**src/include/rv_issue_params.svh**
```systemverilog
`ifndef RV_ISSUE_PARAMS_SVH
`define RV_ISSUE_PARAMS_SVH

// data and address bus width
`define XLEN 64

// architectural integer registers
`define NREGS 32
`define RADDR_W 5

`endif

```
**src/hw/reg_file.sv**
```systemverilog
`include "rv_issue_params.svh"

module reg_file (
	input  logic                clk,
	input  logic                reset,
	input  logic [`RADDR_W-1:0] rs1,
	input  logic [`RADDR_W-1:0] rs2,
	input  logic                w_en,
	input  logic [`RADDR_W-1:0] w_addr,
	input  logic [`XLEN-1:0]    w_data,
	output logic [`XLEN-1:0]    rs1_data,
	output logic [`XLEN-1:0]    rs2_data
);

	// x0 has no storage
	logic [`XLEN-1:0] regs [1:`NREGS-1];

	always_ff @(posedge clk) begin
		if (reset) begin
			for (int i = 1; i < `NREGS; i++) begin
				regs[i] <= '0;
			end
		end else if (w_en && w_addr != '0) begin
			regs[w_addr] <= w_data;
		end
	end

	// same-cycle write shows up through wb forwarding
	always_comb begin
		rs1_data = '0;
		rs2_data = '0;
		if (rs1 != '0) begin
			rs1_data = regs[rs1];
		end
		if (rs2 != '0) begin
			rs2_data = regs[rs2];
		end
	end

endmodule

```
**config.mk**
```make
export PLATFORM = sky130hd
export DESIGN_NAME = reg_file
export DESIGN_NICKNAME = d
export VERILOG_FILES = /design/src/hw/reg_file.sv
export VERILOG_INCLUDE_DIRS = /design/src /design/src/include
export SDC_FILE = /design/constraint.sdc
export NUM_CORES = 2
export LEC_CHECK = 0
export ABC_AREA = 1
export BUFFER_PORTS_ARGS = -buffer_cell sky130_fd_sc_hd__clkbuf_2
export CORE_ASPECT_RATIO = 1.75
export CORE_MARGIN = 3
export CORE_UTILIZATION = 35
export DETAILED_ROUTE_END_ITERATION = 10
export PLACE_DENSITY = 0.54
export REMOVE_ABC_BUFFERS = 1
export SYNTH_ARGS = -nofsm -noshare
export SYNTH_HDL_FRONTEND = slang
export SYNTH_SLANG_ARGS = --single-unit
```
**constraint.sdc**
```tcl
create_clock -name clk -period 3.8 [get_ports clk]
set_input_delay 0.38 -clock clk [delete_from_list [all_inputs] [get_ports clk]]
set_output_delay 0.38 -clock clk [all_outputs]
set_load 0.05 [all_outputs]
```
==> results.toml <==
[drt]
drc = 0
wl_per_cell_um = 27.0
vias = 106687
via_per_inst = 5.70
initialDrtViolationCount = 13106
ant_nets = 0
routed_wl_mm = 505
drt_pre_antenna_iters = 9

[clock_tree]
numCtsBuffers = 206
cts-htree-levels = 4
cts_max_path_buffers = 4
cts_setup_buffers = 0
cts_tree = "done"
clk_pin_slew_worst_paths_ns = 0.07
hold_buffers = 64
cts_root_buf = "clkbuf_16"
cts_sinks = 2048
cts_resized = 0

[finish]
fin_util_pct = 40.4
largest_register_ffs = 2048
nets = 14341
reg.largest.list = "regs x2048"
postLayoutCellArea_um2 = 130000
fillers = 32165
largest-register = "regs"
area_delta_synth_final_pct = 14.7
layout-drive-gt1-share_pct = 6.94

[synth]
muxShareOfSynthArea_pct = 0
synthAdderAreaFrac_pct = 0
ys.flop_type = "edfxtp_1"
synth.distinct_cells = 24
netlist.area_leader.share_pct = 54.4
synth_top_family_by_area = "simple AND/OR/NAND/NOR gates"
syn_inst = 14571
yosysMostFrequentCell = "nand2_1"
yosysTopAreaCell = "edfxtp_1"
async_flop_share_pct = 0
synth_common_cells = "nand2_1 (4436), nor2_1 (3499), nand3_1 (2067), edfxtp_1 (2048), clkbuf_1 (705)"
ys_ff_latch = 2048
syn_area_um2 = 113000
synth_edf_count = 2048
synth-compound-area-share_pct = 4.16
syn_avg_cell_area_um2 = 7.76
synth_xor_area_share_pct = 0
synth-seq-area-share_pct = 54.4
yosys-top-cells-area = "edfxtp_1 (54%), nand2_1 (15%), nor2_1 (12%), nand3_1 (9.1%), o21ai_0 (2.8%)"
synthSimpleGateAreaFrac_pct = 35.6
ys_warn_count = 0

[floorplanning]
coreArea_um2 = 321000
start_util_pct = 35.2
rows = 275
die_h_um = 758
fp.dieArea_um2 = 330000
dieWidth_um = 436
io_pins = 210

[grt]
gr-usage-all-layers_pct = 29.5
grt_pass1_vias = 101342
grt_max_degree = 147
overflow = 0
grt_antenna_before_repair = 16
grt_pass1_wl_mm = 717

[pwr]
power.total_uw = 56900
leakage_uw = 0.0540
vdd_drop_max_v = 0.000358
power_density_nw_per_um2 = 439

[worst_setup_path]
worst-endpoint-arrival_ns = 3.12
start_kind = "input port"
crit_start = "rs1[0]"
crit_type = "in2out"
cp-end-kind = "primary output"
cp-endpoint = "rs1_data[62]"
cp_data_required_time_ns = 3.42
critical_path.max_fanout = 71

[status]
outcome = "finished, final reports clean"

[worst_hold_path]
hp-class = "in2reg"

[sta]
tightest_slew_ns = 1.35
slew_headroom_pct = 9.78
max_clock_freq_mhz = 286
hold_violations = 0
post-route-min-period_ns = 3.50
finalSetupViolCount = 0
rsz0062_at_grt = "no"
slew_violations = 0
timing.final.crit_share_pct = 92.0

[place]
hpwl_mm = 279
gp_congestion = 0.864
placed_cell_area_um2 = 123000
port_buffers = 209

[flow_run]
maxCapViolCount = 0
[final cells by class]
| class | count | area, um2 | share of cell area, % |
|---|---|---|---|
| Inverter | 325 | 1280 | 0.985 |
| Antenna cell | 4 | 10.0 | 0.00771 |
| Sequential cell | 2048 | 61500 | 47.4 |
| Clock buffer | 246 | 5330 | 4.10 |
| Multi-Input combinational cell | 10975 | 45700 | 35.2 |
| Clock inverter | 118 | 1140 | 0.880 |
| Tap cell | 4293 | 5370 | 4.14 |
| Timing Repair Buffer | 703 | 9440 | 7.28 |
[critical path: stages]
cell and delay (ns):
buf_8 0.26, buf_12 0.27, buf_12 0.34, nor2_1 0.09
nor2_1 0.08, o21ai_0 0.08, nand2_1 0.09, nand2_1 0.06
nand3_1 0.22, nor2_1 0.10, nor2_1 0.67, buf_12 0.22
[worst min path at each step]
| stage | startpoint | endpoint | cells after the start |
|---|---|---|---|
| final | w_data[12] | regs[0][12]$_DFFE_PP_ | 2 |
| after global routing | w_data[24] | regs[0][24]$_DFFE_PP_ | 2 |
| after CTS | w_addr[1] | regs[1][61]$_SDFFCE_PN0P_ | 4 |
| after detailed placement | w_data[22] | regs[0][22]$_DFFE_PP_ | 1 |
| after global placement | w_data[36] | regs[0][36]$_DFFE_PP_ | 1 |
| after floorplan | w_data[0] | regs[0][0]$_DFFE_PP_ | 0 |
[placed cells by master, fill, tap and decap left out, types with 7 or more instances in the layout]
cell,instances
a21oi_1,128
and3_1,7
buf_12,329
buf_4,230
buf_8,8
bufinv_16,20
clkbuf_1,39
clkbuf_16,207
clkbuf_2,71
clkinv_1,48
clkinv_2,33
clkinvlp_4,10
conb_1,64
dlygate4sd3_1,64
edfxtp_1,2048
inv_1,310
inv_8,7
nand2_1,4374
nand2_4,62
nand3_1,2067
nor2_1,3497
nor3_1,8
o211ai_1,101
o21ai_0,629
o21ai_1,31
[routing by layer]
layer	up-vias	wire length (um)	GRT usage, %
li1	46890	-	-
met1	51422	182000	34.7
met2	6570	239000	49.7
met3	1793	46100	4.71
met4	12	38700	19.6
met5	-	69	0
[stage by stage]
step                      instances  worst slack [ns]   TNS, ns  hold slack, ns
after global placement        18280             0.375         0           0.573
final                         18712             0.304         0           0.184
after global routing          18709             0.276         0           0.185
after CTS                     18708             0.391         0           0.107
after floorplan               13348            -16.00  -2035.52           0.479
after detailed placement      18280             0.401         0           0.575
[where the power goes]
part	leakage [uW]	switching [uW]	total, uW	internal, uW
combinational	0.0314	6610	9430	2820
sequential	0.0195	636	26700	26100
clock	0.00314	9440	20800	11300
[cell families after synthesis]
group                  count (synthesis)
AND/OR/NAND/NOR                    10022
flip-flops                          2048
buffers and inverters               1611
AO/OA/AOI/OAI                        889
other                                  1
Power figures use the tool's default switching activity.
