## src/include/rv_issue_params.svh

```systemverilog
`ifndef RV_ISSUE_PARAMS_SVH
`define RV_ISSUE_PARAMS_SVH

// data and address bus width
`define XLEN 64

// architectural integer registers
`define NREGS 32
`define RADDR_W 5

`endif

```

## src/hw/rv_issue_pkg.sv

```systemverilog
package rv_issue_pkg;

	// operand A source, decoder encoding
	typedef enum logic [2:0] {
		S1_REG  = 3'd0,
		S1_EX   = 3'd1,
		S1_MEM  = 3'd2,
		S1_WB   = 3'd3,
		S1_ZERO = 3'd4,
		S1_PC   = 3'd5
	} src1_sel_t;

	// operand B source
	typedef enum logic [2:0] {
		S2_REG  = 3'd0,
		S2_IMM  = 3'd1,
		S2_EX   = 3'd2,
		S2_MEM  = 3'd3,
		S2_WB   = 3'd4,
		S2_FOUR = 3'd5,
		S2_ZERO = 3'd6
	} src2_sel_t;

	typedef enum logic [1:0] {
		IMM_I = 2'd0,
		IMM_S = 2'd1,
		IMM_U = 2'd2
	} imm_sel_t;

	// rv64 major opcodes, instr[6:0]
	typedef enum logic [6:0] {
		OP_LOAD   = 7'b000_0011,
		OP_IMM    = 7'b001_0011,
		OP_AUIPC  = 7'b001_0111,
		OP_IMM32  = 7'b001_1011,
		OP_STORE  = 7'b010_0011,
		OP_REG    = 7'b011_0011,
		OP_LUI    = 7'b011_0111,
		OP_REG32  = 7'b011_1011,
		OP_BRANCH = 7'b110_0011,
		OP_JALR   = 7'b110_0111,
		OP_JAL    = 7'b110_1111
	} opcode_t;

	typedef enum logic [1:0] {
		FWD_NONE = 2'd0, // register file or x0
		FWD_EX   = 2'd1,
		FWD_MEM  = 2'd2,
		FWD_WB   = 2'd3
	} fwd_src_t;

endpackage

```

## src/hw/load_use_detect.sv

```systemverilog
`include "rv_issue_params.svh"

module load_use_detect import rv_issue_pkg::*; (
	input  opcode_t             opcode,
	input  logic [`RADDR_W-1:0] rs1,
	input  logic [`RADDR_W-1:0] rs2,
	input  logic                ex_is_load,
	input  logic                ex_w_en,
	input  logic [`RADDR_W-1:0] ex_rd,
	output logic                stall
);

	logic reads_rs1;
	logic reads_rs2;
	logic load_in_ex;

	// which sources the instruction really consumes
	always_comb begin
		reads_rs1 = 1'b0;
		reads_rs2 = 1'b0;
		case (opcode)
			OP_REG, OP_REG32, OP_STORE, OP_BRANCH: begin
				reads_rs1 = 1'b1;
				reads_rs2 = 1'b1;
			end
			OP_IMM, OP_IMM32, OP_LOAD, OP_JALR: begin
				reads_rs1 = 1'b1;
			end
			default: begin
				reads_rs1 = 1'b0;
				reads_rs2 = 1'b0;
			end
		endcase
	end

	assign load_in_ex = ex_is_load && ex_w_en && ex_rd != '0;

	// load data only exists after mem
	assign stall = load_in_ex &&
		((reads_rs1 && ex_rd == rs1) || (reads_rs2 && ex_rd == rs2));

endmodule

```

## config.mk

```make
export PLATFORM = sky130hd
export DESIGN_NAME = load_use_detect
export DESIGN_NICKNAME = d
export VERILOG_FILES = /design/src/hw/rv_issue_pkg.sv /design/src/hw/load_use_detect.sv
export VERILOG_INCLUDE_DIRS = /design/src /design/src/include
export SDC_FILE = /design/constraint.sdc
export NUM_CORES = 1
export LEC_CHECK = 0
export ABC_AREA = 0
export CAP_MARGIN = 25
export CORE_AREA = 4 4 41 43
export DETAILED_ROUTE_END_ITERATION = 12
export DIE_AREA = 0 0 45 47
export DONT_BUFFER_PORTS = 1
export GPL_TIMING_DRIVEN = 1
export SYNTH_ARGS = -nofsm -noshare
export SYNTH_HDL_FRONTEND = slang
export SYNTH_SLANG_ARGS = --single-unit
```

## constraint.sdc

```tcl
create_clock -name vclk -period 1
set_clock_uncertainty 0.15 [all_clocks]
set_input_delay 0.05 -clock vclk [all_inputs]
set_output_delay 0.05 -clock vclk [all_outputs]
set_load 0.005 [all_outputs]
```

==> impl_metrics.json <==
{
  "cpMaxStageDelayCell": "nor4_2",
  "layout_common_cells": "xor2_1, xnor2_1",
  "synth_largest_area_cell": "xor2_1",
  "rows": 13,
  "path_buf_inv": 0,
  "max_freq_mhz": 1017,
  "fin_crit_sh_pct": 98.29,
  "worst_path_largest_cell_delay_ns": 0.27,
  "die_x_um": 45,
  "n_sequential_cell": 0,
  "track_usage_pct": 4.642,
  "arrival_ns": 0.78,
  "worstHoldPathType": "in2out",
  "drt_first_pass_iters": 2,
  "drc_errors": 0,
  "n_antenna_cell": 0,
  "p_comb_share_pct": 100.0,
  "irDropWorstVdd_uv": 43.92,
  "slew-limit-headroom_pct": 82.52,
  "wire_per_inst_um": 15.11,
  "grt_pass1_wl_um": 731,
  "crit_required_ns": 0.80,
  "viasPerCell": 4.405,
  "die_h_um": 47,
  "post-place-ws_ns": -0.03005,
  "core_area_um2": 1301,
  "intPower_mw": 0.02670,
  "num_vias": 163,
  "netlist_instances": 22,
  "cp-start-kind": "primary input",
  "postCtsSetupBuffers": 0,
  "clock_buffers": 0,
  "worst_pin_slew_ns": 0.2599,
  "portBuffers": 0,
  "worst_slack_ns": 0.01713,
  "final_core_util_pct": 14.52,
  "totalPowerFinal_mw": 0.04520,
  "syn_nets": 46,
  "p_seq_share_pct": 0,
  "rsz0062_at_grt": "yes",
  "clkPwrFrac_pct": 0,
  "setup_viol": 0,
  "maxSlewViolCount": 0,
  "fp.dieArea_um2": 2115,
  "syn_area_per_cell_um2": 7.564,
  "drv_cap": 0,
  "worstPathCellList": "xor2_1 > nor4_2 > nand4b_1 > a21oi_2",
  "power_density_nw_per_um2": 239.2,
  "seq_area_frac_synth_pct": 0,
  "path_max_fanout": 3,
  "synth_cell_types": 14,
  "worstSetupEndpointType": "primary output",
  "path_delay_family": "simple AND/OR/NAND/NOR gates",
  "area_growth_pct": 13.53,
  "first_iter_violations": 1,
  "postPlaceCellArea_um2": 185.2,
  "layout_commonest_cell": "xor2_1",
  "initial_core_util_pct": 12.79,
  "grt_pass1_vias": 167,
  "period_needed_ns": 0.9829,
  "p_switching_mw": 0.01850,
  "seq_area_um2": 0,
  "p_sw_share_pct": 40.92,
  "yosysWarnings": 0,
  "whs_ns": 0.1080,
  "grt_max_degree": 4,
  "place.gp.congestion": 0.6386,
  "drive_gt1_share_pct": 9.091,
  "outcome": "complete, no violations",
  "drtAntennaViolNets": 0,
  "wl_um": 559,
  "hold_viol": 0,
  "io_pins": 25,
  "antenna_found_initial": 0,
  "synthTopCellsByArea": "xor2_1, xnor2_1, nor4_2",
  "netlist_area_um2": 166.4,
  "fin_area_um2": 188.9,
  "synth_top_area_share_pct": 42.11,
  "crit_type": "in2out",
  "p_leak_nw": 0.04906,
  "nNetsFinal": 48,
  "grt-ovfl-total": 0
}
-- power by group through the flow --
stage          clock, mW  combinational, mW  sequential [mW]
6_report               0             0.0452                0
5_1_grt                0             0.0490                0
4_1_cts                0             0.0457                0
3_5_place_dp           0             0.0452                0
3_3_place_gp           0             0.0435                0
2_1_floorplan          0             0.0404                0
-- what timing repair did --
action	4_1_cts	5_1_grt
endpoints found under the setup margin	1	1
hold buffers	0	0
pin swaps	1	0
gates resized for setup	1	0
gates cloned	0	0
hold endpoints to repair	0	0
-- final timing paths --
kind / from / end / slack (ns) / depth (start not counted)
min: opcode[5] / stall / 0.11 / 2
max: ex_rd[3] / stall / 0.02 / 4
-- per-layer routing --
| layer | up-vias | share of wire [%] | global-route usage [%] |
|---|---|---|---|
| li1 | 82 | - | - |
| met1 | 70 | 38 | 5.169 |
| met2 | 11 | 48 | 7.910 |
| met3 | 0 | 13 | 3.065 |
| met4 | 0 | 0 | 0 |
| met5 | - | 0 | 0 |
-- metrics by stage --
step,setup TNS [ns],std cells
after floorplan,0,22
after global placement,-0.01759,37
after detailed placement,-0.03005,37
after CTS,-0.01083,37
after global routing,-0.06934,37
final,0,37
-- cell type report --
class | instances | area (um2)
fill | 159 | 1112
multi-input combinational | 22 | 170.2
tap | 15 | 18.77
-- cell families (layout without fill, tap and decap cells) --
group,count (synthesis),after routing,synth area share [%]
XOR/XNOR,10,10,52.64
AND/OR/NAND/NOR,8,8,33.84
AO/OA/AOI/OAI,4,4,13.53
-- Yosys cell counts --
cell	count
a211oi_1	1
a21oi_1	1
nand2_1	1
nand3_1	1
nand4_1	1
nand4b_1	1
nor2b_1	1
nor4_1	1
nor4_2	1
o21ai_0	1
o21ai_1	1
or4_1	1
xnor2_1	2
xor2_1	8
No activity file was read; power rests on OpenSTA's default activity.
