## src/include/rv_issue_params.svh

```systemverilog
`ifndef RV_ISSUE_PARAMS_SVH
`define RV_ISSUE_PARAMS_SVH

// data and address bus width
`define XLEN 64

// architectural integer registers
`define NREGS 32
`define RADDR_W 5

`endif

```

## src/hw/issue_stage_reg.sv

```systemverilog
`include "rv_issue_params.svh"

module issue_stage_reg (
	input  logic                clk,
	input  logic                reset,
	input  logic                stall,
	input  logic                in_valid,
	input  logic                out_ready,
	input  logic [`XLEN-1:0]    pc,
	input  logic [31:0]         instr,
	input  logic [4:0]          alu_ctrl,
	input  logic                mem_w_en,
	input  logic                wb_sel,
	input  logic                reg_w_en,
	input  logic                branch,
	input  logic [11:0]         br_imm,
	input  logic [`RADDR_W-1:0] rd_sel,
	input  logic [`XLEN-1:0]    src_a_next,
	input  logic [`XLEN-1:0]    src_b_next,
	input  logic [`XLEN-1:0]    store_data_next,
	output logic                out_valid,
	output logic [`XLEN-1:0]    pc_out,
	output logic [31:0]         instr_out,
	output logic [4:0]          alu_ctrl_out,
	output logic                mem_w_en_out,
	output logic                wb_sel_out,
	output logic                reg_w_en_out,
	output logic                branch_out,
	output logic [11:0]         br_imm_out,
	output logic [`RADDR_W-1:0] rd_out,
	output logic [`XLEN-1:0]    src_a,
	output logic [`XLEN-1:0]    src_b,
	output logic [`XLEN-1:0]    store_data
);

	// control fields, bubble zeroes them
	always_ff @(posedge clk) begin
		if (reset) begin
			out_valid    <= 1'b0;
			mem_w_en_out <= 1'b0;
			reg_w_en_out <= 1'b0;
			branch_out   <= 1'b0;
		end else if (out_ready) begin
			out_valid    <= in_valid && !stall;
			mem_w_en_out <= mem_w_en && !stall;
			reg_w_en_out <= reg_w_en && !stall;
			branch_out   <= branch && !stall;
		end
	end

	// payload, held while execute is not ready
	always_ff @(posedge clk) begin
		if (out_ready) begin
			instr_out <= stall ? 32'b0 : instr; // bubble reads as all-zero instr
			if (!stall) begin
				pc_out       <= pc;
				alu_ctrl_out <= alu_ctrl;
				wb_sel_out   <= wb_sel;
				br_imm_out   <= br_imm;
				rd_out       <= rd_sel;
				src_a        <= src_a_next;
				src_b        <= src_b_next;
				store_data   <= store_data_next;
			end
		end
	end

endmodule

```

## config.mk

```make
export PLATFORM = sky130hd
export DESIGN_NAME = issue_stage_reg
export DESIGN_NICKNAME = d
export VERILOG_FILES = /design/src/hw/issue_stage_reg.sv
export VERILOG_INCLUDE_DIRS = /design/src /design/src/include
export SDC_FILE = /design/constraint.sdc
export NUM_CORES = 1
export LEC_CHECK = 0
export BUFFER_PORTS_ARGS = -buffer_cell sky130_fd_sc_hd__buf_2
export CAP_MARGIN = 20
export CORE_AREA = 3 3 248 250
export CTS_CLUSTER_SIZE = 10
export DETAILED_ROUTE_END_ITERATION = 8
export DIE_AREA = 0 0 251 253
export PLACE_DENSITY_LB_ADDON = 0.12
export SYNTH_ARGS = -nofsm -noshare
export SYNTH_HDL_FRONTEND = slang
export SYNTH_SLANG_ARGS = --single-unit
```

## constraint.sdc

```tcl
create_clock -name clk -period 18.3 [get_ports clk]
set_clock_uncertainty 0.1 [all_clocks]
set_input_delay 0.915 -clock clk [delete_from_list [all_inputs] [get_ports clk]]
set_output_delay 0.915 -clock clk [all_outputs]
set_load 0.05 [all_outputs]
```

==> reports/results.txt <==
Cell Rows = 89
Peak VDD IR = 0.0754 mV
Post-Synthesis Cells = 364
dpl hpwl = 26900 um
# setup viols final = 0
CTS Hold Bufs = 0
critical path cell sequence = buf_2 -> nor2b_4 -> buf_12 -> buf_4
Avg Inst Size Synth = 26.8 um^2
WP data arrival = 3.60 ns
DR pass1 iterations = 4
busiest grt layer = met2
layout cell share with drive strength beyond 1 = 0.653
Root Driver = clkbuf_16
Num CTS Buffers = 40
RR Startpoint = mem_w_en_out
Slew Limit Fails = 0
GR met1 Demand/Resource = 0.0988
slowest cell delay on critical path = 0.81 ns
Buf/Inv on CP = 3
Starting Density = 0.165
Syn-to-layout area delta = 54.2%
boundary pin count = 634
Setup crit start kind = input pin
clk_lat worst skew = 0.54 ns
Overall Global Routing Usage = 0.104
Routability Congestion = 0.702
Netlist cell types = 9
# DRC = 0
slowest CP cell = buf_4
CTS tree = built
TNS Setup = 0 ns
CTS Sinks = 315
number of hold violations in the final report = 0
first-pass GRT wire length = 47200 um
pre-CTS setup slack = 14.19 ns
Worst Setup End Kind = flip-flop
post-synthesis register bit count = 315
Finished Layout Cells = 1832
Clock Path Buffers = 3
initial antenna violation count = 12
DR iter-0 viols = 233
drt via density = 3.36
fillers = 6274
r2r worst-path depth = 2
Synth Cell Area = 9750 um^2
DRT Wirelength = 35000 um
Core Region = 59200 um^2
CP max FO = 156
Synthesized Nets = 683
fin crit period = 3.55 ns
total power = 1840 uW
outcome = finished clean
Detail Route Antenna Nets = 0
P_leak = 0.00613 uW
R2R setup slack = 17.57 ns
Synth warnings = 0
Req. time, crit path = 18.36 ns
Reg clk slew, reported paths = 0.06 ns
Worst Hold End = out_valid
Die ar. = 63500 um^2
Inst Count DP = 1770
htree depth = 2
met3 Track Usage GR = 0.0591
Die Width = 251 um
RSZ-0062 raised after global routing = false
Worst Tran Pin Value = 0.947 ns
WHS = 0.372 ns
HP Start = out_valid
hold path depth = 2
Reg area = 9420 um^2
Die H = 253 um
sequential area share after synthesis = 0.966
cts repair resizes = 0
Max Clk Rate = 282 MHz
vias in the first global route = 6581
setup ws final = 14.75 ns
Routed WL per cell = 19.1 um
GRT Residual Overflow = 0
PortBufs = 633
max-cap viol count = 0
total number of vias = 6148
crit-path leading delay family = buffers and inverters
Slew HR = 0.369
Hold Crit Class = flip-flop to flip-flop
# Post-CTS Setup Buffers = 0
# nets final = 1358
Multi-input gate area = 297 um^2
pwr dens = 123 nW/um^2
met2 usage = 0.187
pin count of the biggest net entering global routing = 157
RR Endpoint = mem_w_en_out
crit share post-route = 0.194
crit path kind = input pin to flip-flop
==> cell usage after synthesis (all sizes together) <==
master    n  area (um^2)
clkbuf    1         5.00
a21oi     4         20.0
nand3b    4         30.0
nand2b    4         25.0
edfxtp  311         9340
dfxtp     4         80.1
buf       3         33.8
nor2b    30          188
and2b     3         26.3
==> layout by cell type (no fill, tap or decap) <==
cell,synthesis,final
buf_2,0,633
edfxtp_1,311,311
clkinv_1,0,4
nor2b_4,0,1
nand2b_1,4,4
nand3b_1,4,4
clkinv_2,0,4
nor2b_1,30,29
bufinv_16,0,1
clkbuf_16,0,41
a21oi_1,4,4
buf_4,0,3
diode_2,0,5
clkbuf_1,0,6
dfxtp_1,4,4
buf_12,0,1
and2b_2,3,3
clkinvlp_4,0,1
==> layout make-up <==
class,instances,area share
antenna,5,0.000833
timing repair buffer,637,0.214
sequential,315,0.627
multi-input combinational,45,0.0197
tap,773,0.0644
clock inverter,10,0.00483
clock buffer,47,0.0698
==> state kept, by name (all words and copies together), names as in the netlist <==
signal	count
alu_ctrl_out	5
rd_out	5
mem_w_en_out	1
src_b	64
store_data	64
instr_out	32
reg_w_en_out	1
out_valid	1
wb_sel_out	1
branch_out	1
br_imm_out	12
src_a	64
pc_out	64
==> power breakdown <==
group          internal [uW]  leakage (uW)  total [uW]  switching, uW
clock                    415      0.000549         706            292
sequential               849       0.00296         860           11.3
combinational           57.3       0.00262         275            218
==> logic make-up after synthesis <==
family / Yosys count / share of synthesized area
AOI/OAI and AO/OA: 4 / 0.00205
buffers and inverters: 4 / 0.00398
and+or+nand+nor: 41 / 0.0276
DFF: 315 / 0.966
==> metal layers <==
layer	share of wire	routed length, um
met1	0.32	11200
met2	0.53	18400
met3	0.12	4350
met4	0.026	916
met5	0.0023	81
==> worst max path at each step <==
stage / startpoint / cells past startpoint / slack [ns] / endpoint
after floorplan: out_ready / 2 / 3.97 / alu_ctrl_out[0]
after global placement: out_ready / 4 / 14.18 / store_data[1]
after detailed placement: out_ready / 4 / 14.19 / src_a[26]
after CTS: out_ready / 4 / 14.79 / br_imm_out[8]
after global routing: out_ready / 4 / 14.53 / src_b[42]
final: out_ready / 4 / 14.75 / src_b[45]
==> worst register-to-register path: stages, from the launching register on <==
cell and delay [ns]:
dfxtp_1 0.38, nand2b_1 0.07, a21oi_1 0.11
==> through the flow <==
| step | util | cell area (um^2) |
|---|---|---|
| 2_1_floorplan | - | 9750 |
| 3_5_place_dp | 0.235 | 13900 |
| 5_1_grt | 0.254 | 15000 |
| 4_1_cts | 0.253 | 15000 |
| 6_report | 0.254 | 15000 |
| 3_3_place_gp | 0.235 | 13900 |
Power figures use the tool's default switching activity.
