$ cat src/include/rv_issue_params.svh
`ifndef RV_ISSUE_PARAMS_SVH
`define RV_ISSUE_PARAMS_SVH

// data and address bus width
`define XLEN 64

// architectural integer registers
`define NREGS 32
`define RADDR_W 5

`endif

$ cat src/hw/rv_issue_pkg.sv
package rv_issue_pkg;

	// operand A source, decoder encoding
	typedef enum logic [2:0] {
		S1_REG  = 3'd0,
		S1_EX   = 3'd1,
		S1_MEM  = 3'd2,
		S1_WB   = 3'd3,
		S1_ZERO = 3'd4,
		S1_PC   = 3'd5
	} src1_sel_t;

	// operand B source
	typedef enum logic [2:0] {
		S2_REG  = 3'd0,
		S2_IMM  = 3'd1,
		S2_EX   = 3'd2,
		S2_MEM  = 3'd3,
		S2_WB   = 3'd4,
		S2_FOUR = 3'd5,
		S2_ZERO = 3'd6
	} src2_sel_t;

	typedef enum logic [1:0] {
		IMM_I = 2'd0,
		IMM_S = 2'd1,
		IMM_U = 2'd2
	} imm_sel_t;

	// rv64 major opcodes, instr[6:0]
	typedef enum logic [6:0] {
		OP_LOAD   = 7'b000_0011,
		OP_IMM    = 7'b001_0011,
		OP_AUIPC  = 7'b001_0111,
		OP_IMM32  = 7'b001_1011,
		OP_STORE  = 7'b010_0011,
		OP_REG    = 7'b011_0011,
		OP_LUI    = 7'b011_0111,
		OP_REG32  = 7'b011_1011,
		OP_BRANCH = 7'b110_0011,
		OP_JALR   = 7'b110_0111,
		OP_JAL    = 7'b110_1111
	} opcode_t;

	typedef enum logic [1:0] {
		FWD_NONE = 2'd0, // register file or x0
		FWD_EX   = 2'd1,
		FWD_MEM  = 2'd2,
		FWD_WB   = 2'd3
	} fwd_src_t;

endpackage

$ cat src/hw/operand_select.sv
`include "rv_issue_params.svh"

module operand_select import rv_issue_pkg::*; (
	input  opcode_t             opcode,
	input  logic [`XLEN-1:0]    pc,
	input  logic [11:0]         imm_i,
	input  logic [11:0]         imm_s,
	input  logic [19:0]         imm_u,
	input  imm_sel_t            imm_sel,
	input  src1_sel_t           src1_sel,
	input  src2_sel_t           src2_sel,
	input  logic                dest_sel,
	input  logic [`RADDR_W-1:0] rd,
	input  logic [`RADDR_W-1:0] rs2,
	input  logic [`XLEN-1:0]    rs1_value,
	input  fwd_src_t            rs1_tag,
	input  logic [`XLEN-1:0]    rs2_value,
	input  fwd_src_t            rs2_tag,
	output logic [`XLEN-1:0]    src_a,
	output logic [`XLEN-1:0]    src_b,
	output logic [`XLEN-1:0]    store_data,
	output logic [`RADDR_W-1:0] rd_sel,
	output logic [`XLEN-1:0]    jump_target
);

	logic [`XLEN-1:0] ext_i;
	logic [`XLEN-1:0] ext_s;
	logic [`XLEN-1:0] ext_u;
	logic [`XLEN-1:0] imm;
	logic             fwd_a_ok;
	logic             fwd_b_ok;
	src1_sel_t        sel_a;
	src2_sel_t        sel_b;

	assign ext_i = {{(`XLEN-12){imm_i[11]}}, imm_i};
	assign ext_s = {{(`XLEN-12){imm_s[11]}}, imm_s};
	assign ext_u = {{(`XLEN-32){imm_u[19]}}, imm_u, 12'b0};

	always_comb begin
		case (imm_sel)
			IMM_I:   imm = ext_i;
			IMM_S:   imm = ext_s;
			IMM_U:   imm = ext_u;
			default: imm = '0;
		endcase
	end

	// u-type and jumps keep the decoder's choice for A
	assign fwd_a_ok = !(opcode inside {OP_LUI, OP_AUIPC, OP_JAL, OP_JALR});
	assign fwd_b_ok = opcode inside {OP_REG, OP_REG32, OP_BRANCH};

	always_comb begin
		sel_a = src1_sel;
		sel_b = src2_sel;
		if (fwd_a_ok) begin
			case (rs1_tag)
				FWD_EX:  sel_a = S1_EX;
				FWD_MEM: sel_a = S1_MEM;
				FWD_WB:  sel_a = S1_WB;
				default: sel_a = src1_sel;
			endcase
		end
		if (fwd_b_ok) begin
			case (rs2_tag)
				FWD_EX:  sel_b = S2_EX;
				FWD_MEM: sel_b = S2_MEM;
				FWD_WB:  sel_b = S2_WB;
				default: sel_b = src2_sel;
			endcase
		end
	end

	always_comb begin
		case (sel_a)
			S1_REG, S1_EX, S1_MEM, S1_WB: src_a = rs1_value; // already resolved
			S1_PC:   src_a = pc;
			default: src_a = '0;
		endcase
		case (sel_b)
			S2_REG, S2_EX, S2_MEM, S2_WB: src_b = rs2_value;
			S2_IMM:  src_b = imm;
			S2_FOUR: src_b = `XLEN'd4; // link address offset
			default: src_b = '0;
		endcase
	end

	assign store_data  = rs2_value;
	assign rd_sel      = dest_sel ? rs2 : rd;
	assign jump_target = rs1_value + ext_i;

endmodule

$ cat config.mk
export PLATFORM = sky130hd
export DESIGN_NAME = operand_select
export DESIGN_NICKNAME = d
export VERILOG_FILES = /design/src/hw/rv_issue_pkg.sv /design/src/hw/operand_select.sv
export VERILOG_INCLUDE_DIRS = /design/src /design/src/include
export SDC_FILE = /design/constraint.sdc
export NUM_CORES = 1
export LEC_CHECK = 0
export ABC_AREA = 1
export BUFFER_PORTS_ARGS = -buffer_cell sky130_fd_sc_hd__buf_4
export CAP_MARGIN = 20
export CORE_AREA = 3 3 204 206
export DETAILED_ROUTE_END_ITERATION = 7
export DIE_AREA = 0 0 207 209
export REMOVE_ABC_BUFFERS = 1
export SLEW_MARGIN = 40
export SYNTH_ARGS = -nofsm -noshare
export SYNTH_HDL_FRONTEND = slang
export SYNTH_SLANG_ARGS = --single-unit
$ cat constraint.sdc
create_clock -name vclk -period 3.9
set_input_delay 0.195 -clock vclk [all_inputs]
set_output_delay 0.195 -clock vclk [all_outputs]
set_load 0.05 [all_outputs]
==> impl_metrics.csv <==
group,metric,value,unit
detailed_routing,post_drt_wl_per_cell,20.6,um
cells_and_area,nets,2625,
cells_and_area,seq_area,0,um^2
synth,ys_seq_area_share,0,%
grt,grt_overflow,0,
cells_and_area,drive_above_1_share,24.3,%
floorplanning,initial_core_util,21.9,%
floorplanning,rows,73,
grt,track_usage,25.2,%
sta,fin_tns_setup,0,ns
detailed_routing,route.antenna.remaining_nets,0,
cells_and_area,n_sequential_cell,0,
detailed_routing,wirelength,57900,um
detailed_routing,vias,12700,
power_and_ir_drop,p_int,0.870,mW
grt,grt_pass1_vias,12000,
sta,fmax,315,MHz
worst_setup_path,crit_path_start_kind,"input port",
flow_run,maxCapViolCount,0,
worst_setup_path,crit_required,3.70,ns
sta,setup-violations-final,0,
cells_and_area,fillers,4662,
detailed_routing,first_iter_violations,878,
power_and_ir_drop,switchingPower,2.10,mW
power_and_ir_drop,p_seq_share,0,%
floorplanning,die_area,43300,um^2
sta,rsz0062_at_grt,"false",
outcome,status,"completed",
power_and_ir_drop,power.leakage,8.21,nW
sta,hold_viol_final,0,
floorplanning,pin_count,527,
synth,synthDistinctLibCells,30,
synth,postSynthCellCount,1865,
synth,syn_area,8710,um^2
power_and_ir_drop,power_frac_comb,100.0,%
place,hpwl,52400,um
power_and_ir_drop,vdd_ir_drop_max,0.000110,V
clocking,cts_setup_buffers,0,
sta,finalCritPeriodShare,81.3,%
worst_setup_path,critPathKind,"input port to primary output",
clocking,cts.hold.buffers_added,0,
sta,period_minus_slack,3.17,ns
cells_and_area,instances_no_fill,2817,
place,place.gp.congestion,0.983,
worst_setup_path,critical_path_arrival,2.97,ns
grt,antenna_found_initial,9,
place,placed_cells,2814,
min_path,holdCritPathClass,"input port to primary output",
grt,grt_max_degree,85,
power_and_ir_drop,p_sw_share,70.7,%
power_and_ir_drop,p_clk_share,0,%
synth,postSynthAreaPerCell,4.67,um^2
floorplanning,die_h,209,um
cells_and_area,area_delta_synth_final,45.7,%
floorplanning,core_area,39800,um^2
grt,grt_pass1_wl,82800,um
cells_and_area,nClkBuffers,0,
detailed_routing,drc,0,
worst_setup_path,crit_fanout,4,
place,port_buffers,527,
clocking,post_cts_resized,0,
cells_and_area,multiInputGateArea,6490,um^2
floorplanning,dieWidth,207,um
sta,slew_viol_final,0,
detailed_routing,detail_route.first_pass.iterations,5,
power_and_ir_drop,p_per_area,234,nW/um^2
worst_setup_path,crit_path_end_kind,"primary output",
sta,tightest_slew,0.762,ns
sta,max_slew_margin,49.2,%
detailed_routing,viasPerCell,4.52,
synth,ys_warn_count,0,
synth_stat cells, drive strengths merged:
| master | instances | area [um^2] |
|---|---|---|
| or2 | 1 | 6.26 |
| o21bai | 3 | 22.5 |
| nand3b | 1 | 7.51 |
| nand4 | 14 | 87.6 |
| o31ai | 1 | 7.51 |
| ha | 66 | 826 |
| xor2 | 31 | 272 |
| o21ai | 69 | 353 |
| nand3 | 221 | 1120 |
| nand2 | 766 | 2900 |
| mux2 | 5 | 56.3 |
| nor2 | 124 | 482 |
| clkbuf | 14 | 52.6 |
| a21boi | 1 | 7.51 |
| nor3 | 15 | 80.1 |
| xnor2 | 1 | 8.76 |
| nor4 | 2 | 12.5 |
| fa | 1 | 20.0 |
| buf | 98 | 724 |
| a21oi | 40 | 200 |
| inv | 391 | 1470 |
cells by family after synthesis:
kind of cell             after synthesis  synth area share [%]
AND/OR/NAND/NOR                     1144                  53.9
AO/OA/AOI/OAI                        114                  6.78
adder cells (fa/ha/maj)               67                  9.71
buffers and inverters                503                  25.8
XOR/XNOR                              32                  3.22
multiplexers                           5                 0.646
power by group through the flow:
stage	registers, mW	clock network (mW)	logic [mW]
after CTS	0	0	2.98
after detailed placement	0	0	2.97
after global placement	0	0	2.97
final	0	0.0000000739	2.97
after floorplan	0	0	1.70
after global routing	0	0	3.16
per-stage QoR:
| step | area, um^2 | total power [mW] | utilization [%] | hold slack [ns] | worst slack, ns |
|---|---|---|---|---|---|
| 6_report | 12700 | 2.97 | 31.9 | 0.660 | 0.730 |
| 5_1_grt | 12700 | 3.16 | 31.9 | 0.666 | 0.604 |
| 4_1_cts | 12700 | 2.98 | 31.8 | 0.661 | 0.713 |
| 3_5_place_dp | 12700 | 2.97 | 31.8 | 0.660 | 0.722 |
| 3_3_place_gp | 12700 | 2.97 | 31.8 | 0.659 | 0.677 |
| 2_1_floorplan | 7940 | 1.70 | - | 0.390 | -2.36 |
per-layer routing:
| metal | up-vias | GRT usage, % | routed length [um] |
|---|---|---|---|
| met1 | 5796 | 31.4 | 24300 |
| met3 | 38 | 3.51 | 3530 |
| met5 | - | 0 | 41 |
| met2 | 468 | 47.0 | 29000 |
| li1 | 6434 | - | - |
| met4 | 6 | 3.28 | 1020 |
cell usage in the layout, fill, tap and decap left out:
master    Yosys  layout
xor2_1       31      31
o31ai_1       1       1
buf_4        71     534
or2_2         1       1
nand3b_1      1       1
fa_1          1       1
nor2_8        1       1
nor2_1      123     122
nand3_2       1       1
nor2_4        0       1
nor3_1       14      14
o21ai_0      67      67
nand3_4       1       1
nand3_1     219     219
xnor2_1       1       1
a21oi_1      40      40
nor4_1        2       2
buf_16        0       1
nand4_1      14      14
nand2_1     762     761
ha_1         66      66
mux2_2        5       5
nand2_4       2       2
inv_1       391     391
a21boi_4      0       1
o21bai_1      3       3
o21ai_2       2       2
buf_12        0       2
diode_2       0       2
nor3_2        1       1
nand2_2       2       3
worst max-delay path: stages:
cell,delay (ns)
buf_4,0.13
ha_1,0.29
fa_1,0.50
nand3_1,0.12
nand3_1,0.28
nand2_1,0.15
nand2_1,0.19
nand2_1,0.11
nand2_1,0.13
nand2_1,0.10
nand2_1,0.15
xor2_1,0.34
buf_4,0.27
final cells by class:
cell class | count | area share, %
inverters | 391 | 11.6
multi-input cells | 1362 | 51.1
diodes | 2 | 0.0394
well taps | 525 | 5.17
repair buffers | 537 | 32.1
path summary, 6_finish.rpt:
path,to,startpoint,slack [ns],cells after the start
worst min-delay path,store_data[45],rs2_value[45],0.66,2
worst max-delay path,jump_target[28],imm_i[0],0.73,13
(Power assumes the default switching activity.)
