**src/include/rv_issue_params.svh**
```systemverilog
`ifndef RV_ISSUE_PARAMS_SVH
`define RV_ISSUE_PARAMS_SVH

// data and address bus width
`define XLEN 64

// architectural integer registers
`define NREGS 32
`define RADDR_W 5

`endif

```
**src/hw/rv_issue_pkg.sv**
```systemverilog
package rv_issue_pkg;

	// operand A source, decoder encoding
	typedef enum logic [2:0] {
		S1_REG  = 3'd0,
		S1_EX   = 3'd1,
		S1_MEM  = 3'd2,
		S1_WB   = 3'd3,
		S1_ZERO = 3'd4,
		S1_PC   = 3'd5
	} src1_sel_t;

	// operand B source
	typedef enum logic [2:0] {
		S2_REG  = 3'd0,
		S2_IMM  = 3'd1,
		S2_EX   = 3'd2,
		S2_MEM  = 3'd3,
		S2_WB   = 3'd4,
		S2_FOUR = 3'd5,
		S2_ZERO = 3'd6
	} src2_sel_t;

	typedef enum logic [1:0] {
		IMM_I = 2'd0,
		IMM_S = 2'd1,
		IMM_U = 2'd2
	} imm_sel_t;

	// rv64 major opcodes, instr[6:0]
	typedef enum logic [6:0] {
		OP_LOAD   = 7'b000_0011,
		OP_IMM    = 7'b001_0011,
		OP_AUIPC  = 7'b001_0111,
		OP_IMM32  = 7'b001_1011,
		OP_STORE  = 7'b010_0011,
		OP_REG    = 7'b011_0011,
		OP_LUI    = 7'b011_0111,
		OP_REG32  = 7'b011_1011,
		OP_BRANCH = 7'b110_0011,
		OP_JALR   = 7'b110_0111,
		OP_JAL    = 7'b110_1111
	} opcode_t;

	typedef enum logic [1:0] {
		FWD_NONE = 2'd0, // register file or x0
		FWD_EX   = 2'd1,
		FWD_MEM  = 2'd2,
		FWD_WB   = 2'd3
	} fwd_src_t;

endpackage

```
**src/hw/operand_bypass.sv**
```systemverilog
`include "rv_issue_params.svh"

module operand_bypass import rv_issue_pkg::*; #(
	parameter int DATA_W = `XLEN
) (
	input  logic [`RADDR_W-1:0] src,
	input  logic [DATA_W-1:0]   reg_data,
	input  logic                ex_w_en,
	input  logic [`RADDR_W-1:0] ex_rd,
	input  logic [DATA_W-1:0]   ex_result,
	input  logic                mem_w_en,
	input  logic [`RADDR_W-1:0] mem_rd,
	input  logic [DATA_W-1:0]   mem_data,
	input  logic                wb_w_en,
	input  logic [`RADDR_W-1:0] wb_rd,
	input  logic [DATA_W-1:0]   wb_data,
	output logic [DATA_W-1:0]   value,
	output fwd_src_t            src_tag
);

	logic hit_ex;
	logic hit_mem;
	logic hit_wb;

	assign hit_ex  = ex_w_en && ex_rd == src;
	assign hit_mem = mem_w_en && mem_rd == src;
	assign hit_wb  = wb_w_en && wb_rd == src;

	// newest producer wins
	always_comb begin
		if (src == '0) begin
			value   = '0;
			src_tag = FWD_NONE;
		end else if (hit_ex) begin
			value   = ex_result;
			src_tag = FWD_EX;
		end else if (hit_mem) begin
			value   = mem_data;
			src_tag = FWD_MEM;
		end else if (hit_wb) begin
			value   = wb_data; // also covers write-then-read in one cycle
			src_tag = FWD_WB;
		end else begin
			value   = reg_data;
			src_tag = FWD_NONE;
		end
	end

endmodule

```
**config.mk**
```make
export PLATFORM = sky130hd
export DESIGN_NAME = operand_bypass
export DESIGN_NICKNAME = d
export VERILOG_FILES = /design/src/hw/rv_issue_pkg.sv /design/src/hw/operand_bypass.sv
export VERILOG_INCLUDE_DIRS = /design/src /design/src/include
export SDC_FILE = /design/constraint.sdc
export NUM_CORES = 1
export LEC_CHECK = 0
export BUFFER_PORTS_ARGS = -buffer_cell sky130_fd_sc_hd__buf_4
export CORE_AREA = 4 4 132 134
export DETAILED_ROUTE_END_ITERATION = 7
export DIE_AREA = 0 0 136 138
export MAX_ROUTING_LAYER = met4
export PLACE_DENSITY = 0.58
export SYNTH_ARGS = -nofsm -noshare
export SYNTH_HDL_FRONTEND = slang
export SYNTH_SLANG_ARGS = --single-unit
```
**constraint.sdc**
```tcl
create_clock -name vclk -period 1.5
set_clock_uncertainty 0.2 [all_clocks]
set_input_delay 0.075 -clock vclk [all_inputs]
set_output_delay 0.075 -clock vclk [all_outputs]
set_load 0.005 [all_outputs]
```
==> flow_summary.json, run 1 <==
{
  "status": "complete, but fails checks",
  "violations": "negative setup slack",
  "leakage_nw": 2.893,
  "layout-drive-gt1-share": 0.6012,
  "critical-path-max-stage-delay_ns": 0.31,
  "detailroute.wirelength.met2_microns": 8265,
  "critPathTopFamily": "buffers and inverters",
  "numPortBuffers": 345,
  "detailroute.via_count": 4276,
  "max_clock_freq_mhz": 498.0,
  "syn_area_per_cell_sq_um": 7.010,
  "drc_errors": 0,
  "placement_rows": 47,
  "timing_hold_violations_final": 0,
  "crit_path_top_delay_cell": "nor4_2",
  "nClkBuffers": 0,
  "critical_path_peak_fanout": 5,
  "rsz0062_at_grt": "true",
  "setup.worst_path.start_class": "input pin",
  "fin_tns_setup_ns": -28.99,
  "worst-endpoint-arrival_ns": 1.73,
  "gr-usage-all-layers": 0.1512,
  "fin_nets": 958,
  "finish.utilization": 0.3519,
  "critical-path-top-cell-by-count": "buf_4",
  "leading_post_synthesis_cells_by_instance_count": "nand3_1 (66), mux2i_1 (64), nand4_1 (64), o211ai_1 (64), buf_2 (21)",
  "setup-violations-final": 66,
  "die_area_sq_mm": 0.01877,
  "max_slew_headroom": 0.7866,
  "final_antenna_net_count": 0,
  "netlist.top_cell.by_area": "mux2i_1",
  "wl_microns": 16170,
  "cp-end-kind": "output port",
  "start_util": 0.1442,
  "antenna_found_initial": 0,
  "max_slew.worst_pin.slew_ns": 0.3189,
  "num_io_pins": 345,
  "drtIter0Drc": 256,
  "num_antenna_cells": 0,
  "place_worst_setup_slack_ns": -0.5632,
  "postSynthCellCount": 335,
  "synth.net_count": 614,
  "highest-signal-layer": "met4",
  "power_density_mw_per_mm2": 241.1,
  "synth_top_cell_area_share": 0.2728,
  "post-synth-top-count-cell": "nand3_1",
  "fin_hold_ws_ns": 0.2625,
  "die_width_microns": 136,
  "areaGrowthSynthToFinish_pct": 144.1,
  "worst_ep_required_time_ns": 1.22,
  "post-route-period-util": 1.339,
  "core_area_sq_mm": 0.01629,
  "timing.final.max_slew_violations": 0,
  "met3_wire_length_microns": 1196,
  "detailedPlacementHpwl_microns": 12260,
  "largest_vdd_supply_drop_mv": 0.1072,
  "detail_route.wirelength.met1_microns": 6523,
  "crit_type": "in2out",
  "flops_and_latches": 0,
  "gpl.final_weighted_congestion": 0.8862,
  "seqCellArea_sq_um": 0,
  "pin_count_of_the_biggest_net_entering_global_routing": 46,
  "setup_slack_ns": -0.5079,
  "period_minus_slack_ns": 2.008,
  "hp-class": "in2out",
  "routedWlPerCell_microns": 18.03,
  "detail_route.first_pass.iterations": 4,
  "critical_path.n_buffers_inverters": 5,
  "drt-vias-per-instance": 4.767,
  "netlist_area_sq_mm": 0.002349,
  "die_h_microns": 138,
  "netlist_top_cells_area": "mux2i_1 (27%), o211ai_1 (20%), nand4_1 (17%), nand3_1 (14%), buf_2 (4.5%)",
  "seq_area_frac_synth": 0,
  "crit_path_cell_trace": "buf_4 -> xor2_1 -> nor4_2 -> buf_4 -> nand3_4 -> buf_12 -> clkbuf_16 -> mux2i_1 -> o211ai_1 -> buf_4",
  "synth_cell_type_count": 21,
  "cts.hold.buffers_added": 0,
  "grt_first_pass_wirelength_microns": 22960,
  "via_count_of_the_first_global_routing_pass": 4388,
  "gr-total-overflow": 0,
  "maxCapViolCount": 0,
  "synthesis.yosys.warnings": 0
}
==> what timing repair did <==
item	in CTS	in global routing
buffers inserted	5	2
hold endpoints to repair	0	0
cloned	3	3
pin swaps	12	4
gates resized for setup	20	4
setup endpoints to repair	66	66
==> path summary, 6_finish.rpt <==
kind | start | endpoint | slack [ns] | cells past startpoint
setup / recovery | wb_rd[2] | value[52] | -0.51 | 10
hold / removal | ex_result[46] | value[46] | 0.26 | 4
==> stage by stage <==
step,instances,cell area (sq um),power (mW)
after floorplan,335,2352,0.3503
after global placement,884,5369,1.271
after detailed placement,884,5369,1.278
after CTS,892,5637,1.371
after global routing,897,5733,1.479
final,897,5733,1.382
==> per-layer routing <==
| layer | track usage | up-vias |
|---|---|---|
| met1 | 0.1816 | 1989 |
| met4 | 0.01432 | 0 |
| met5 | - | - |
| met2 | 0.2790 | 223 |
| li1 | - | 2046 |
| met3 | 0.01672 | 18 |
==> area by class of cell <==
type / instances / area, sq um
repair buffers: 390 / 3256
well taps: 220 / 275.3
multi-input cells: 287 / 2202
fillers: 1742 / 10560
==> cells by family after synthesis <==
logic type             after synthesis  share of synthesized area
buffers and inverters               48                     0.1119
XOR/XNOR                            15                    0.05594
AO/OA/AOI/OAI                       66                     0.2131
AND/OR/NAND/NOR                    142                     0.3463
multiplexers                        64                     0.2728
==> where the power goes <==
group / leakage, nW / total, mW / internal, mW / switching, mW
Combinational: 2.89 / 1.38 / 0.906 / 0.476
Sequential: 0 / 0 / 0 / 0
Clock: 0 / 0 / 0 / 0
Total: 2.89 / 1.38 / 0.906 / 0.476
==> placed cells by master (no fill, tap or decap), drive strengths merged <==
cell	instances
a221oi	1
and2	3
and3	1
buf	389
clkbuf	1
mux2i	64
nand2	2
nand3	67
nand4	64
nor2	1
nor3	1
nor4	3
o211ai	64
o21ai	1
xnor2	3
xor2	12
Power figures use the tool's default switching activity.
==> run 2, diff against run 1 <==
- clock period: 1.5 -> 1.6 ns (I/O delays scaled with it)
==> flow_summary.json, run 2 (synthesis results as in run 1) <==
{
  "status": "complete, but fails checks",
  "violations": "negative setup slack",
  "dp_cells": 891,
  "layout-drive-gt1-share": 0.6458,
  "routedWlPerCell_microns": 19.49,
  "leakage_nw": 3.087,
  "place_worst_setup_slack_ns": -0.4447,
  "fin_total_pwr_mw": 1.359,
  "drt-vias-per-instance": 4.805,
  "critical_path_cell_count": 10,
  "detailroute.via_count": 4440,
  "antenna_found_initial": 1,
  "drtIter0Drc": 222,
  "seqCellArea_sq_um": 0,
  "fin_hold_ws_ns": 0.2713,
  "drc_errors": 0,
  "postLayoutCellArea_sq_mm": 0.006279,
  "max_slew.worst_pin.slew_ns": 0.2976,
  "power_density_mw_per_mm2": 216.5,
  "die_h_microns": 138,
  "timing.final.max_slew_violations": 0,
  "critical_path.startpoint": "src[3]",
  "nClkBuffers": 0,
  "detail_route.first_pass.iterations": 5,
  "die_area_sq_mm": 0.01877,
  "die_width_microns": 136,
  "cp-end-kind": "output port",
  "crit_path_top_delay_cell": "nor4_1",
  "num_io_pins": 345,
  "setup-violations-final": 66,
  "gpl.final_weighted_congestion": 0.8125,
  "critPathTopFamily": "buffers and inverters",
  "detailedPlacementHpwl_microns": 12170,
  "gr-usage-all-layers": 0.1464,
  "period_minus_slack_ns": 2.008,
  "via_count_of_the_first_global_routing_pass": 4229,
  "setup_slack_ns": -0.4078,
  "setup.worst_path.start_class": "input pin",
  "pin_count_of_the_biggest_net_entering_global_routing": 38,
  "finish.utilization": 0.3854,
  "gr-total-overflow": 0,
  "timing_hold_violations_final": 0,
  "placement.cell_area_sq_mm": 0.005459,
  "numPortBuffers": 345,
  "layout_common_cells": "buf_4 (363), nand4_1 (64), o211ai_1 (64)",
  "final_antenna_net_count": 0,
  "core_area_sq_mm": 0.01629,
  "worst_ep_required_time_ns": 1.32,
  "critical_path.n_buffers_inverters": 5,
  "grt_first_pass_wirelength_microns": 22190,
  "fin_tns_setup_ns": -21.21,
  "hp-class": "in2out",
  "crit_path_cell_trace": "buf_8 -> buf_6 -> xor2_1 -> nor4_1 -> buf_4 -> nand3_4 -> buf_12 -> mux2i_2 -> o211ai_1 -> buf_4",
  "flops_and_latches": 0,
  "non_filler_instance_count_after_layout": 924,
  "max_clock_freq_mhz": 498.1,
  "critical-path-max-stage-delay_ns": 0.23,
  "wl_microns": 18010,
  "start_util": 0.1442,
  "post-route-period-util": 1.255,
  "largest_vdd_supply_drop_mv": 0.1089,
  "critical_path_peak_fanout": 36,
  "worst_setup_path_endpoint": "value[23]",
  "rsz0062_at_grt": "true",
  "maxCapViolCount": 0,
  "areaGrowthSynthToFinish_pct": 167.3,
  "most_common_cell_after_layout_fill_and_taps_aside": "buf_4",
  "crit_type": "in2out",
  "max_slew_headroom": 0.7998,
  "worst-endpoint-arrival_ns": 1.73,
  "cts.hold.buffers_added": 0,
  "fin_nets": 984,
  "placement_rows": 47,
  "critical-path-top-cell-by-count": "buf_4"
}
-- run 2: how the worst min path moves through the flow --
stage | slack, ns | end | cells after the start | from
final | 0.27 | value[34] | 4 | ex_result[34]
after global routing | 0.29 | value[47] | 4 | ex_result[47]
after detailed placement | 0.28 | value[58] | 4 | ex_result[58]
after global placement | 0.27 | value[17] | 4 | ex_result[17]
after floorplan | 0.09 | value[0] | 2 | ex_result[0]
after CTS | 0.28 | value[47] | 4 | ex_result[47]
-- run 2: tightest hold or removal path: cells and delay by family --
| kind | cells | cell delay, ns |
|---|---|---|
| buffers and inverters | 2 | 0.19 |
| AND/OR/NAND/NOR | 1 | 0.04 |
| AO/OA/AOI/OAI | 1 | 0.07 |
-- run 2: final cells by class --
class	instances	area, sq um
fillers	1686	10010
multi-input cells	287	2310
repair buffers	416	3691
well taps	220	275.3
diodes	1	2.502
-- run 2: where the power goes --
group	total, mW	internal [mW]	leakage (nW)	switching (mW)
sequential	0	0	0	0
clock	0.0000000836	0.0000000836	0.00000634	0
combinational	1.36	0.893	3.09	0.467
-- run 2: repair_timing --
action                                  in CTS  in global routing
endpoints found under the setup margin      66                 66
buffers inserted                             1                 12
gates resized for setup                     15                 46
cloned                                       2                 17
pin swaps                                    3                 62
-- run 2: per-layer routing --
layer / part of all wire / vias up / wire (microns) / track usage
met1: 0.40 / 2082 / 7191 / 0.1645
met3: 0.085 / 18 / 1522 / 0.02398
met5: 0 / - / 0 / -
li1: - / 2106 / - / -
met4: 0.012 / 0 / 208 / 0.01592
met2: 0.50 / 234 / 9088 / 0.2772
